===== src/common/dpath_defines.svh =====
/* Datapath width and reset constants, shared by the package and the RTL.
   Widths other than RV32 are untested and the immediate layout assumes 32 */

`ifndef DPATH_DEFINES_SVH
`define DPATH_DEFINES_SVH

// Data and address width
`define DPATH_XLEN 32

// Register file geometry
`define DPATH_REG_AW   5
`define DPATH_NUM_REGS 32

// Sequential fetch step, bytes
`define DPATH_PC_STEP 4

// First fetch address after reset
`define DPATH_RESET_VECTOR 32'h00080000

`endif


===== src/common/dpath_pkg.sv =====
/* Types and select encodings for the RV32 datapath.
   Select encodings follow the existing controller, so keep them fixed */

`include "dpath_defines.svh"

package dpath_pkg;

  typedef logic [`DPATH_XLEN-1:0]   word_t;      // Data word and address
  typedef logic [`DPATH_REG_AW-1:0] reg_addr_t;  // Register specifier

  // Operand 0 source, sampled in D
  typedef enum logic [1:0] {
    OP0_RDAT = 2'd0,  // rs1 value
    OP0_PC   = 2'd1,
    OP0_PC4  = 2'd2,
    OP0_ZERO = 2'd3
  } op0_sel_t;

  // Operand 1 source, sampled in D
  typedef enum logic [2:0] {
    OP1_RDAT   = 3'd0,  // rs2 value
    OP1_SHAMT  = 3'd1,  // Zero-extended shift amount
    OP1_IMM_U  = 3'd2,
    OP1_IMM_SB = 3'd3,
    OP1_IMM_I  = 3'd4,
    OP1_IMM_S  = 3'd5,
    OP1_ZERO   = 3'd6
  } op1_sel_t;

  // ALU function, sampled in X
  typedef enum logic [3:0] {
    ALU_ADD = 4'd0,
    ALU_SUB = 4'd1,
    ALU_SLL = 4'd2,
    ALU_OR  = 4'd3,
    ALU_LT  = 4'd4,
    ALU_LTU = 4'd5,
    ALU_AND = 4'd6,
    ALU_XOR = 4'd7,
    ALU_NOR = 4'd8,
    ALU_SRL = 4'd9,
    ALU_SRA = 4'd10
  } alu_fn_t;

  // Redirect target kind, code 0 is unused
  typedef enum logic [1:0] {
    BRJ_BR   = 2'd1,
    BRJ_JAL  = 2'd2,
    BRJ_JALR = 2'd3
  } brj_sel_t;

  // Load extraction, sampled in M
  typedef enum logic [2:0] {
    LD_W  = 3'd0,
    LD_B  = 3'd1,
    LD_BU = 3'd2,
    LD_H  = 3'd3,
    LD_HU = 3'd4
  } load_sel_t;

  // Writeback source
  typedef enum logic {
    WB_EXE = 1'b0,
    WB_MEM = 1'b1
  } wb_sel_t;

endpackage


===== src/fetch_unit.sv =====
/* PC and F-to-D registers. A redirect loads the PC directly, with no flush.
   A redirect seen while stalled is taken on the first unstalled edge */

`timescale 1ns/10ps
`include "dpath_defines.svh"

module fetch_unit (
  input  logic            clk,
  input  logic            reset,
  input  logic            stall,
  input  logic            redirect_x,       // Taken branch or jump in X
  input  dpath_pkg::word_t redirect_target,
  output dpath_pkg::word_t imem_addr,
  output dpath_pkg::word_t pc_d,
  output dpath_pkg::word_t pc_plus4_d
);

  dpath_pkg::word_t pc;
  dpath_pkg::word_t pc_plus4;

  assign pc_plus4  = pc + `DPATH_PC_STEP;
  assign imem_addr = pc;  // Instruction returns in D next cycle

  // PC register
  always_ff @(posedge clk) begin
    if (reset) begin
      pc <= `DPATH_RESET_VECTOR;
    end else if (!stall) begin
      pc <= redirect_x ? redirect_target : pc_plus4;
    end
  end

  // ------------------------------------------------------------------------
  // F to D
  // ------------------------------------------------------------------------
  always_ff @(posedge clk) begin
    if (reset) begin
      pc_d       <= '0;
      pc_plus4_d <= '0;
    end else if (!stall) begin
      pc_d       <= pc;
      pc_plus4_d <= pc_plus4;  // Link value for jal/jalr
    end
  end

endmodule


===== src/decode/regfile.sv =====
/* 32-entry register file, two asynchronous reads and one synchronous write.
   No write-through, so a same-cycle write shows on the next read */

`timescale 1ns/10ps
`include "dpath_defines.svh"

module regfile (
  input  logic                 clk,
  input  dpath_pkg::reg_addr_t raddr0,
  input  dpath_pkg::reg_addr_t raddr1,
  input  dpath_pkg::reg_addr_t waddr,
  input  logic                 wen,
  input  dpath_pkg::word_t     wdata,
  output dpath_pkg::word_t     rdata0,
  output dpath_pkg::word_t     rdata1
);

  dpath_pkg::word_t regs [`DPATH_NUM_REGS];  // Contents undefined until written

  always_ff @(posedge clk) begin
    if (wen && (waddr != '0)) begin  // x0 ignores writes
      regs[waddr] <= wdata;
    end
  end

  // x0 always reads zero
  assign rdata0 = (raddr0 == '0) ? '0 : regs[raddr0];
  assign rdata1 = (raddr1 == '0) ? '0 : regs[raddr1];

endmodule


===== src/decode/decode_unit.sv =====
/* Decode stage. Register read, immediates, operand selection, D-to-X regs.
   No forwarding, the controller spaces dependent instructions */

`timescale 1ns/10ps
`include "dpath_defines.svh"

module decode_unit (
  input  logic                  clk,
  input  logic                  reset,
  input  logic                  stall,
  input  dpath_pkg::word_t      inst_d,
  input  dpath_pkg::word_t      pc_d,
  input  dpath_pkg::word_t      pc_plus4_d,
  input  dpath_pkg::op0_sel_t   op0_sel_d,
  input  dpath_pkg::op1_sel_t   op1_sel_d,
  input  logic                  rf_wen_w,
  input  dpath_pkg::reg_addr_t  rf_waddr_w,
  input  dpath_pkg::word_t      wb_data,
  output dpath_pkg::word_t      pc_x,
  output dpath_pkg::word_t      op0_x,
  output dpath_pkg::word_t      op1_x,
  output dpath_pkg::word_t      rs1_x,
  output dpath_pkg::word_t      rs2_x,
  output dpath_pkg::word_t      imm_i_x,
  output dpath_pkg::word_t      imm_sb_x,
  output dpath_pkg::word_t      imm_uj_x
);

  dpath_pkg::reg_addr_t rs1_addr;
  dpath_pkg::reg_addr_t rs2_addr;
  dpath_pkg::word_t     rs1_val;
  dpath_pkg::word_t     rs2_val;
  dpath_pkg::word_t     imm_i, imm_s, imm_sb, imm_u, imm_uj, shamt;
  dpath_pkg::word_t     op0, op1;

  // ------------------------------------------------------------------------
  // Fields and immediates
  // ------------------------------------------------------------------------
  assign rs1_addr = inst_d[19:15];
  assign rs2_addr = inst_d[24:20];

  assign imm_i  = {{20{inst_d[31]}}, inst_d[31:20]};
  assign imm_s  = {{20{inst_d[31]}}, inst_d[31:25], inst_d[11:7]};
  assign imm_sb = {{20{inst_d[31]}}, inst_d[7], inst_d[30:25], inst_d[11:8], 1'b0};
  assign imm_u  = {inst_d[31:12], 12'b0};
  assign imm_uj = {{12{inst_d[31]}}, inst_d[19:12], inst_d[20], inst_d[30:21], 1'b0};
  assign shamt  = {{(`DPATH_XLEN-5){1'b0}}, inst_d[24:20]};  // Same bits as rs2

  regfile u_regfile (
    .clk    (clk),
    .raddr0 (rs1_addr),
    .raddr1 (rs2_addr),
    .waddr  (rf_waddr_w),
    .wen    (rf_wen_w),     // Not frozen by stall
    .wdata  (wb_data),
    .rdata0 (rs1_val),
    .rdata1 (rs2_val)
  );

  // Operand muxes
  always_comb begin
    case (op0_sel_d)
      dpath_pkg::OP0_RDAT: op0 = rs1_val;
      dpath_pkg::OP0_PC:   op0 = pc_d;
      dpath_pkg::OP0_PC4:  op0 = pc_plus4_d;
      default:             op0 = '0;  // OP0_ZERO
    endcase
  end

  always_comb begin
    case (op1_sel_d)
      dpath_pkg::OP1_RDAT:   op1 = rs2_val;
      dpath_pkg::OP1_SHAMT:  op1 = shamt;
      dpath_pkg::OP1_IMM_U:  op1 = imm_u;
      dpath_pkg::OP1_IMM_SB: op1 = imm_sb;
      dpath_pkg::OP1_IMM_I:  op1 = imm_i;
      dpath_pkg::OP1_IMM_S:  op1 = imm_s;
      default:               op1 = '0;  // OP1_ZERO and unused code
    endcase
  end

  // ------------------------------------------------------------------------
  // D to X
  // ------------------------------------------------------------------------
  always_ff @(posedge clk) begin
    if (reset) begin
      pc_x     <= '0;
      op0_x    <= '0;
      op1_x    <= '0;
      rs1_x    <= '0;
      rs2_x    <= '0;
      imm_i_x  <= '0;
      imm_sb_x <= '0;
      imm_uj_x <= '0;
    end else if (!stall) begin
      pc_x     <= pc_d;
      op0_x    <= op0;
      op1_x    <= op1;
      rs1_x    <= rs1_val;  // jalr base
      rs2_x    <= rs2_val;  // Store data
      imm_i_x  <= imm_i;
      imm_sb_x <= imm_sb;
      imm_uj_x <= imm_uj;
    end
  end

endmodule


===== src/execute/alu.sv =====
/* Combinational ALU. Shifts take in1[4:0], compares return 0 or 1.
   Unused function codes give zero */

`timescale 1ns/10ps

module alu (
  input  dpath_pkg::word_t   in0,
  input  dpath_pkg::word_t   in1,
  input  dpath_pkg::alu_fn_t fn,
  output dpath_pkg::word_t   result
);

  logic [4:0] sh;

  assign sh = in1[4:0];

  always_comb begin
    case (fn)
      dpath_pkg::ALU_ADD: result = in0 + in1;
      dpath_pkg::ALU_SUB: result = in0 - in1;
      dpath_pkg::ALU_SLL: result = in0 << sh;
      dpath_pkg::ALU_OR:  result = in0 | in1;
      dpath_pkg::ALU_LT:  result = {31'b0, $signed(in0) < $signed(in1)};
      dpath_pkg::ALU_LTU: result = {31'b0, in0 < in1};
      dpath_pkg::ALU_AND: result = in0 & in1;
      dpath_pkg::ALU_XOR: result = in0 ^ in1;
      dpath_pkg::ALU_NOR: result = ~(in0 | in1);
      dpath_pkg::ALU_SRL: result = in0 >> sh;
      dpath_pkg::ALU_SRA: result = $signed(in0) >>> sh;  // Sign fill
      default:            result = '0;
    endcase
  end

endmodule


===== src/execute/execute_unit.sv =====
/* Execute stage. ALU, branch flags, redirect target, data-memory request.
   Memory address and store data are combinational in X, read data in M */

`timescale 1ns/10ps
`include "dpath_defines.svh"

module execute_unit (
  input  logic                clk,
  input  logic                reset,
  input  logic                stall,
  input  logic                brj_taken_x,
  input  dpath_pkg::word_t    pc_x,
  input  dpath_pkg::word_t    op0_x,
  input  dpath_pkg::word_t    op1_x,
  input  dpath_pkg::word_t    rs1_x,
  input  dpath_pkg::word_t    rs2_x,
  input  dpath_pkg::word_t    imm_i_x,
  input  dpath_pkg::word_t    imm_sb_x,
  input  dpath_pkg::word_t    imm_uj_x,
  input  dpath_pkg::alu_fn_t  alu_fn_x,
  input  dpath_pkg::brj_sel_t brj_sel_x,
  output dpath_pkg::word_t    dmem_addr,
  output dpath_pkg::word_t    dmem_wdata,
  output dpath_pkg::word_t    exe_m,
  output dpath_pkg::word_t    redirect_target,
  output logic                redirect_x,
  output logic                cond_eq_x,
  output logic                cond_ne_x,
  output logic                cond_lt_x,
  output logic                cond_ltu_x,
  output logic                cond_ge_x,
  output logic                cond_geu_x
);

  dpath_pkg::word_t alu_out;
  dpath_pkg::word_t jalr_sum;

  alu u_alu (
    .in0    (op0_x),
    .in1    (op1_x),
    .fn     (alu_fn_x),
    .result (alu_out)
  );

  // Branch flags for the controller
  assign cond_eq_x  = (op0_x == op1_x);
  assign cond_ne_x  = (op0_x != op1_x);
  assign cond_lt_x  = ($signed(op0_x) < $signed(op1_x));
  assign cond_ltu_x = (op0_x < op1_x);
  assign cond_ge_x  = ($signed(op0_x) >= $signed(op1_x));
  assign cond_geu_x = (op0_x >= op1_x);

  // ------------------------------------------------------------------------
  // Redirect target
  // ------------------------------------------------------------------------
  assign jalr_sum = rs1_x + imm_i_x;

  always_comb begin
    case (brj_sel_x)
      dpath_pkg::BRJ_BR:   redirect_target = pc_x + imm_sb_x;
      dpath_pkg::BRJ_JAL:  redirect_target = pc_x + imm_uj_x;
      dpath_pkg::BRJ_JALR: redirect_target = {jalr_sum[31:1], 1'b0};  // Bit 0 cleared
      default:             redirect_target = pc_x + `DPATH_PC_STEP;   // Fall-through
    endcase
  end

  assign redirect_x = brj_taken_x;  // Decision made by the controller

  assign dmem_addr  = alu_out;  // Effective address
  assign dmem_wdata = rs2_x;

  // X to M, ALU result only
  always_ff @(posedge clk) begin
    if (reset) begin
      exe_m <= '0;
    end else if (!stall) begin
      exe_m <= alu_out;
    end
  end

endmodule


===== src/memory_writeback.sv =====
/* Memory stage load extraction and writeback mux, registered into W.
   Loads take the low byte or halfword only, no address-based lane shift */

`timescale 1ns/10ps

module memory_writeback (
  input  logic                 clk,
  input  logic                 reset,
  input  logic                 stall,
  input  dpath_pkg::word_t     exe_m,
  input  dpath_pkg::word_t     dmem_rdata,
  input  dpath_pkg::load_sel_t load_sel_m,
  input  dpath_pkg::wb_sel_t   wb_sel_m,
  output dpath_pkg::word_t     wb_data
);

  dpath_pkg::word_t load_data;
  dpath_pkg::word_t wb_mux;

  // Subword extraction
  always_comb begin
    case (load_sel_m)
      dpath_pkg::LD_B:  load_data = {{24{dmem_rdata[7]}}, dmem_rdata[7:0]};
      dpath_pkg::LD_BU: load_data = {24'b0, dmem_rdata[7:0]};
      dpath_pkg::LD_H:  load_data = {{16{dmem_rdata[15]}}, dmem_rdata[15:0]};
      dpath_pkg::LD_HU: load_data = {16'b0, dmem_rdata[15:0]};
      default:          load_data = dmem_rdata;  // LD_W
    endcase
  end

  assign wb_mux = (wb_sel_m == dpath_pkg::WB_MEM) ? load_data : exe_m;

  // M to W
  always_ff @(posedge clk) begin
    if (reset) begin
      wb_data <= '0;
    end else if (!stall) begin
      wb_data <= wb_mux;  // Also the register-file write data
    end
  end

endmodule


===== src/core_dpath.sv =====
/* Five-stage RV32 datapath top. Controls arrive per stage from outside.
   One stall freezes all pipeline registers, memories have fixed latency */

`timescale 1ns/10ps

module core_dpath (
  input  logic                 clk,
  input  logic                 reset,
  input  logic                 stall,
  input  dpath_pkg::word_t     inst_d,
  input  dpath_pkg::op0_sel_t  op0_sel_d,
  input  dpath_pkg::op1_sel_t  op1_sel_d,
  input  dpath_pkg::alu_fn_t   alu_fn_x,
  input  dpath_pkg::brj_sel_t  brj_sel_x,
  input  logic                 brj_taken_x,
  input  dpath_pkg::word_t     dmem_rdata,
  input  dpath_pkg::load_sel_t load_sel_m,
  input  dpath_pkg::wb_sel_t   wb_sel_m,
  input  logic                 rf_wen_w,
  input  dpath_pkg::reg_addr_t rf_waddr_w,
  output dpath_pkg::word_t     imem_addr,
  output dpath_pkg::word_t     dmem_addr,
  output dpath_pkg::word_t     dmem_wdata,
  output dpath_pkg::word_t     wb_data,
  output logic                 cond_eq_x,
  output logic                 cond_ne_x,
  output logic                 cond_lt_x,
  output logic                 cond_ltu_x,
  output logic                 cond_ge_x,
  output logic                 cond_geu_x
);

  dpath_pkg::word_t pc_d, pc_plus4_d;                 // F to D
  dpath_pkg::word_t pc_x, op0_x, op1_x, rs1_x, rs2_x;  // D to X
  dpath_pkg::word_t imm_i_x, imm_sb_x, imm_uj_x;
  dpath_pkg::word_t exe_m;                            // X to M
  dpath_pkg::word_t redirect_target;                  // X back to F
  logic             redirect_x;

  fetch_unit u_fetch (
    .clk             (clk),
    .reset           (reset),
    .stall           (stall),
    .redirect_x      (redirect_x),
    .redirect_target (redirect_target),
    .imem_addr       (imem_addr),
    .pc_d            (pc_d),
    .pc_plus4_d      (pc_plus4_d)
  );

  decode_unit u_decode (
    .clk        (clk),
    .reset      (reset),
    .stall      (stall),
    .inst_d     (inst_d),
    .pc_d       (pc_d),
    .pc_plus4_d (pc_plus4_d),
    .op0_sel_d  (op0_sel_d),
    .op1_sel_d  (op1_sel_d),
    .rf_wen_w   (rf_wen_w),
    .rf_waddr_w (rf_waddr_w),
    .wb_data    (wb_data),
    .pc_x       (pc_x),
    .op0_x      (op0_x),
    .op1_x      (op1_x),
    .rs1_x      (rs1_x),
    .rs2_x      (rs2_x),
    .imm_i_x    (imm_i_x),
    .imm_sb_x   (imm_sb_x),
    .imm_uj_x   (imm_uj_x)
  );

  execute_unit u_execute (
    .clk             (clk),
    .reset           (reset),
    .stall           (stall),
    .brj_taken_x     (brj_taken_x),
    .pc_x            (pc_x),
    .op0_x           (op0_x),
    .op1_x           (op1_x),
    .rs1_x           (rs1_x),
    .rs2_x           (rs2_x),
    .imm_i_x         (imm_i_x),
    .imm_sb_x        (imm_sb_x),
    .imm_uj_x        (imm_uj_x),
    .alu_fn_x        (alu_fn_x),
    .brj_sel_x       (brj_sel_x),
    .dmem_addr       (dmem_addr),
    .dmem_wdata      (dmem_wdata),
    .exe_m           (exe_m),
    .redirect_target (redirect_target),
    .redirect_x      (redirect_x),
    .cond_eq_x       (cond_eq_x),
    .cond_ne_x       (cond_ne_x),
    .cond_lt_x       (cond_lt_x),
    .cond_ltu_x      (cond_ltu_x),
    .cond_ge_x       (cond_ge_x),
    .cond_geu_x      (cond_geu_x)
  );

  memory_writeback u_mem_wb (
    .clk        (clk),
    .reset      (reset),
    .stall      (stall),
    .exe_m      (exe_m),
    .dmem_rdata (dmem_rdata),
    .load_sel_m (load_sel_m),
    .wb_sel_m   (wb_sel_m),
    .wb_data    (wb_data)
  );

endmodule


===== config.mk =====
export PLATFORM = sky130hd
export DESIGN_NAME = core_dpath
export DESIGN_NICKNAME = d
export VERILOG_FILES = /design/src/common/dpath_pkg.sv /design/src/fetch_unit.sv /design/src/decode/regfile.sv /design/src/decode/decode_unit.sv /design/src/execute/alu.sv /design/src/execute/execute_unit.sv /design/src/memory_writeback.sv /design/src/core_dpath.sv
export VERILOG_INCLUDE_DIRS = /design/src /design/src/common
export SDC_FILE = /design/constraint.sdc
export NUM_CORES = 2
export LEC_CHECK = 0
export BUFFER_PORTS_ARGS = -buffer_cell sky130_fd_sc_hd__buf_2
export CAP_MARGIN = 20
export CELL_PAD_IN_SITES_DETAIL_PLACEMENT = 0
export CELL_PAD_IN_SITES_GLOBAL_PLACEMENT = 2
export CORE_UTILIZATION = 30
export DETAILED_ROUTE_END_ITERATION = 6
export PLACE_DENSITY = 0.63
export SYNTH_ARGS = -nofsm -noshare
export SYNTH_HDL_FRONTEND = slang
export SYNTH_HIERARCHICAL = 1
export SYNTH_SLANG_ARGS = --single-unit
export TNS_END_PERCENT = 10

===== constraint.sdc =====
create_clock -name clk -period 9.04 [get_ports clk]
set_input_delay 0.904 -clock clk [delete_from_list [all_inputs] [get_ports clk]]
set_output_delay 0.904 -clock clk [all_outputs]
set_load 0.01 [all_outputs]

# After elaboration in Yosys (flattened, before gate mapping)
# Memory sizes are Yosys's and may differ from the RTL's.
# Index checks and enable logic that the tools add are counted.
[op_classes]
addsub = 7
order_cmp = 4
eq_ne = 26
n_shift = 3
muxes = 11
bitwise_logic = 4
n_reduce_logical = 7
[ops]
columns = ["op", "count"]
rows = [
  ["32-bit one-hot mux with 11 select lines", 1],
  ["32-bit one-hot mux with 3 select lines", 2],
  ["32-bit one-hot mux with 6 select lines", 1],
  ["32-bit adder", 4],
  ["32-bit two-way mux", 4],
  ["32-bit one-hot mux with 4 select lines", 1],
  ["32-bit by 3-bit adder with 32-bit output (second input constant)", 2],
  ["32-bit >= comparator", 2],
  ["32-bit < comparator", 2],
  ["32-bit AND", 1],
  ["32-bit equality test", 1],
  ["32-bit != test", 1],
  ["32-bit NOT", 1],
  ["32-bit bitwise OR", 1],
  ["32-bit by 5-bit << shifter with 32-bit output", 1],
  ["32-bit by 5-bit right shift with 32-bit output", 1],
  ["32-bit by 5-bit >>> shifter with 32-bit output", 1],
  ["32-bit subtractor", 1],
  ["32-bit XOR", 1],
  ["4-bit by 3-bit equality test with 1-bit output (second input constant)", 4],
  ["3-bit by 2-bit equality test with 1-bit output (second input constant)", 4],
  ["4-bit equality test (second input constant)", 3],
  ["5-bit zero test", 2],
  ["3-bit equality test (second input constant)", 3],
  ["other kinds (11)", 17],
]
[totals]
ff_bits = 364
ram_bits = 1024
in_bits = 89
out_inout_bits = 134
wordCells = 76
memories = 1
[mem_list]
columns = ["memory", "depth", "width", "read_ports", "rd_clocked_by_memory_dff", "write_ports", "line", "rtl"]
rows = [
  ["u_decode.u_regfile.regs", 32, 32, 2, 0, 1, "regfile.sv:18", "dpath_pkg::word_t regs [`DPATH_NUM_REGS];"],
]

# Logic depth before layout (Yosys ltp)
[depth]
word_depth = 4
mapped_depth = 20
mapped_depth_nobuf = 18

# By module
# Netlist, hierarchy kept.
[by_module_without_submodules]
columns = ["module", "n_inst", "cells_per_inst", "area_each_um2", "seq_area_each_um2"]
rows = [
  ["regfile", 1, 2564, 47929.7, 30749.5],
  ["decode_unit", 1, 858, 8637.0, 3703.6],
  ["alu", 1, 1300, 8630.8, 0.0],
  ["execute_unit", 1, 910, 6894.1, 640.6],
  ["fetch_unit", 1, 535, 4459.3, 1881.8],
  ["memory_writeback", 1, 168, 1540.2, 640.6],
]

# Worst setup path before layout
# OpenSTA, ideal clock, no wires.
[synth_timing]
path_kind = "reg-to-output"
start = "register u_decode.op1_x[2]"
end = "output port dmem_addr[28]"
t_arrival_ps = 3794
t_required_ps = 8136
setup_slack_ps = 4342
stages_incl_launch_ff = 16
path_buffers = 4
cell_sequence = "dfxtp_1 -> inv_1 -> buf_2 -> buf_2 -> buf_1 -> ha_1 -> buf_2 -> nor2b_1 -> o21ai_2 -> o21ai_2 -> a221oi_2 -> nor4_1 -> or3_4 -> o41ai_2 -> mux2_1 -> o22ai_1"
[synth_between]
elab_chain_cells = 2
word_cells_on_any_way = 6
classes_between = "2 x add/sub; 3 x shift; 1 x mux"
[synth_lines]
columns = ["element", "line", "rtl"]
rows = [
  ["start, declared", "decode_unit.sv:21", "output dpath_pkg::word_t op1_x,"],
  ["start signal, assigned", "decode_unit.sv:98", "op1_x <= op1;"],
  ["32-bit subtractor, or another cell as far along", "alu.sv:20", "dpath_pkg::ALU_SUB: result = in0 - in1;"],
  ["32-bit one-hot mux with 11 select lines (*)", "alu.sv:18", "case (fn)"],
  ["end, declared", "core_dpath.sv:22", "output dpath_pkg::word_t dmem_addr,"],
]
# Every way passes the cells marked *; elsewhere a longest branch is shown, timed or not.

# Final worst setup path
[layout_timing]
start = "register u_decode.op1_x[2]"
end = "output port dmem_addr[31]"
# The elaborated chain is that of the path after synthesis.

==> results.md <==
- Max FO, Critical Path: 62
- Post-CTS Setup Bufs: 0
- First-pass GRT wire length: 444800 µm
- Total vias in the final route: 57750
- Clk network pwr share: 0.405
- Detailed Place HPWL: 212000 µm
- Critical path arrival: 6.33 ns
- Worst slew pin tran: 1.355 ns
- Post-synth top area cell: edfxtp_1
- Setup crit end kind: output pin
- Asr flop ratio synth: 0
- Comb pwr share: 0.160
- Io pins: 223
- Drt first pass iters: 7
- Clk buf depth: 3
- Sequential share of power: 0.435
- Yosys top cell area share: 0.3938
- Synth top area cells: edfxtp_1 (39%), mux4_2 (9.3%), dfxtp_1 (8.8%)
- Reg2Reg Setup Slack: 3.45 ns
- Post-synth EDFFs: 1024
- Kind of critical path: reg -> out
- Sw frac: 0.2876
- Cell chain of the critical path: buf_4, inv_1, buf_4, ha_1, o21ai_0, o21ai_0, o2111ai_1, a2111oi_2, o211ai_1, a21oi_1, a21oi_1, o21a_1, o21ai_0, buf_2
- Sequential area share after synthesis: 0.4817
- Largest family of logic cells by synthesized area: multiplexers
- DP Area: 0.08264 mm²
- Slowest-stage cell, CP: o21ai_0
- Slew HR: 0.08692
- Initial core utilization: 0.3028
- Multiplexer area fraction after synthesis: 0.2081
- CTS root buffer: clkbuf_16
- Reg2Reg Depth: 15
- TNS Setup: 0 ns
- Max VDD drop: 0.0002025 V
- Grt total ovfl: 0
- Total Wirelength: 321900 µm
- Cell area after synthesis: 0.07809 mm²
- Area delta synth->final: 12.71%
- YS warnings: 6
- Die width: 512.2 µm
- Inst Count DP: 9596
- Antenna-violating nets left: 0
- Worst hold endpoint: u_mem_wb/wb_data[21]
- DRC: 0
- Simple-Gate Fraction of Synth Area: 0.07678
- H-tree depth: 4
- WHS Path Cells: 3
- Status: complete, no violations
- Synth Area in Compound Gates: 0.1358
- Synth Area per Inst: 12.33 µm²
- XOR/XNOR share of the synthesized area: 0.01322
- Maxcap violations: 0
- Clk_lat worst skew: 0.83 ns
- Final Cycle Share: 0.8001
- Iteration-0 DRC Markers: 6415
- Ys flop type: edfxtp_1
- Reg2reg start: u_decode/op1_x[2]
- Clock Sink Count: 1367
- Sw Pwr: 0.004643 W
- CTS resizes: 0
- Post-layout util: 0.3413
- Post-Layout Cell Count: 9909
- Final Hold Vio Count: 0
- Post-layout power: 0.01615 W
- Post-synthesis adder-cell area fraction: 0.03355
- Antenna violations before repair: 23
- Design Area, Final: 0.08801 mm²
- RSZ-0062 raised after global routing: false
- Max Clock Freq: 138.3 MHz
- Cell variety after synth: 116
- Leakage: 31.52 nW
- Std-Cell Rows: 186
- Vias per cell: 5.828
- Synth Instances: 6335
- Fraction of layout cells with a size suffix above 1: 0.2068
- Setup Skew: 0.09077 ns
- Die H: 512.2 µm
- Core footprint: 0.2579 mm²
- Hold crit path type: in -> reg
- CP dominant cell by count: o21ai_0
- CTS Buf Count: 157
- Fin crit period: 7.233 ns
- R2R Path End: u_execute/exe_m[31]
- Internal power: 0.01150 W
- RD Place Congestion: 0.8835
- CP max stage delay: 0.76 ns
- GRT Util Overall: 0.2386
- WL per Instance: 32.48 µm
- CTS tree: yes
- Final setup fails: 0
- Die area: 0.2623 mm²
- IO buf count: 215
- Crit path launch type: flip-flop
- Worst hold start: dmem_rdata[21]
- Final net count: 6672
- Largest net degree at the start of global routing: 100
- Pwr/cell area: 183.4 mW/mm²
- #FFs+latches synth: 1367
- Slew Limit Fails: 0
- Vias in the first global route: 55850
- Required @ worst endpoint: 8.14 ns
- Post-CTS Hold Fix Bufs: 0
- Worst-path clk slew: 0.06 ns
## per-layer routing
layer / track usage / routed length, µm / vias up
met3: 0.03587 / 20880 / 425
met1: 0.3229 / 139500 / 30130
li1: - / - / 24780
met4: 0.07214 / 9941 / 2
met5: 0 / 11 / -
met2: 0.3922 / 151500 / 2410
## kinds of logic after synthesis
logic type,after synthesis
AOI/OAI and AO/OA,1473
xor gates and xnor gates,117
adders and majority gates,207
buffers and inverters,786
DFF,1367
muxes,1116
other,2
and+or+nand+nor,1267
## metrics by stage
stage	setup WS [ns]	hold WS, ns
4_1_cts	1.884	0.3171
5_1_grt	1.582	0.3497
3_3_place_gp	2.692	0.4567
3_5_place_dp	2.805	0.4601
2_1_floorplan	4.342	0.4406
6_report	1.807	0.3742
## cells in the mapped netlist (all sizes together) (34+ instances only)
library cell	n
nand3	70
xnor2	58
nor2b	66
a211oi	129
or2	43
nor2	471
dfxtp	343
o22ai	41
xor2	59
nand4	81
o221ai	82
inv	198
a21oi	335
o211ai	45
ha	203
a221oi	149
a311oi	35
a31oi	34
clkbuf	250
a21o	54
edfxtp	1024
o21ai	258
nand2	323
mux2	126
buf	335
or3	34
mux2i	613
a22oi	103
mux4	377
nor3	48
## power groups by stage
stage / registers (W) / logic [W] / clock network, W
floorplan: 0.00716 / 0.00147 / 0
global placement: 0.00716 / 0.00253 / 0
detailed placement: 0.00716 / 0.00254 / 0
CTS: 0.00703 / 0.00255 / 0.00666
global route: 0.00704 / 0.00271 / 0.00691
finish: 0.00703 / 0.00258 / 0.00654
## worst max-delay path: cells and delay by family, from the launching register on
family | cells | cell delay, ns
AOI/OAI and AO/OA | 9 | 3.35
adders and majority gates | 1 | 0.52
buffers and inverters | 4 | 1.31
DFF | 1 | 0.31
## worst max path at each step
stage,start,endpoint,slack (ns)
3_3_place_gp,u_decode/op1_x[2],dmem_addr[31],2.69
6_report,u_decode/op1_x[2],dmem_addr[31],1.81
2_1_floorplan,u_decode/op1_x[2],dmem_addr[28],4.34
5_1_grt,u_decode/op1_x[2],dmem_addr[31],1.58
3_5_place_dp,u_decode/op1_x[2],dmem_addr[31],2.81
4_1_cts,u_decode/op1_x[2],dmem_addr[31],1.88
## cell usage in the layout, fill, tap and decap left out, drive strengths merged, types with 30 or more instances in the layout
cell type	synthesis	layout
a211oi	129	129
a21o	54	54
a21oi	335	335
a221oi	149	149
a22o	30	30
a22oi	103	103
a311oi	35	35
a31oi	34	34
buf	335	433
clkbuf	250	196
clkinv	3	77
conb	2	34
dfxtp	343	343
edfxtp	1024	1024
ha	203	203
inv	198	203
mux2	126	126
mux2i	613	613
mux4	377	377
nand2	323	323
nand3	70	70
nand4	81	81
nor2	471	471
nor2b	66	66
nor3	48	48
o211ai	45	45
o21ai	258	258
o221ai	82	82
o22ai	41	41
or2	43	43
or3	34	34
xnor2	58	58
xor2	59	59
## area by class of cell
class	instances	area (µm²)
Antenna cell	15	37.54
Clock buffer	194	4178
Clock inverter	99	1109
Fill cell	25400	169800
Inverter	201	755.7
Multi-Input combinational cell	4214	37210
Sequential cell	1367	37630
Tap cell	3384	4234
Timing Repair Buffer	435	2863
## state kept, by name (all words and copies together) (netlist names), 8 cells and up
signal and count:
u_decode/u_regfile/regs 1024, u_decode/op0_x 32, u_decode/op1_x 32, u_decode/pc_x 32, u_decode/rs1_x 32, u_decode/rs2_x 32, u_execute/exe_m 32, u_fetch/imem_addr 32
u_fetch/pc_d 32, u_mem_wb/wb_data 32, u_fetch/pc_plus4_d 30, u_decode/imm_i_x 12, u_decode/imm_uj_x 8
Note: power is estimated with default switching activity, not from simulation.
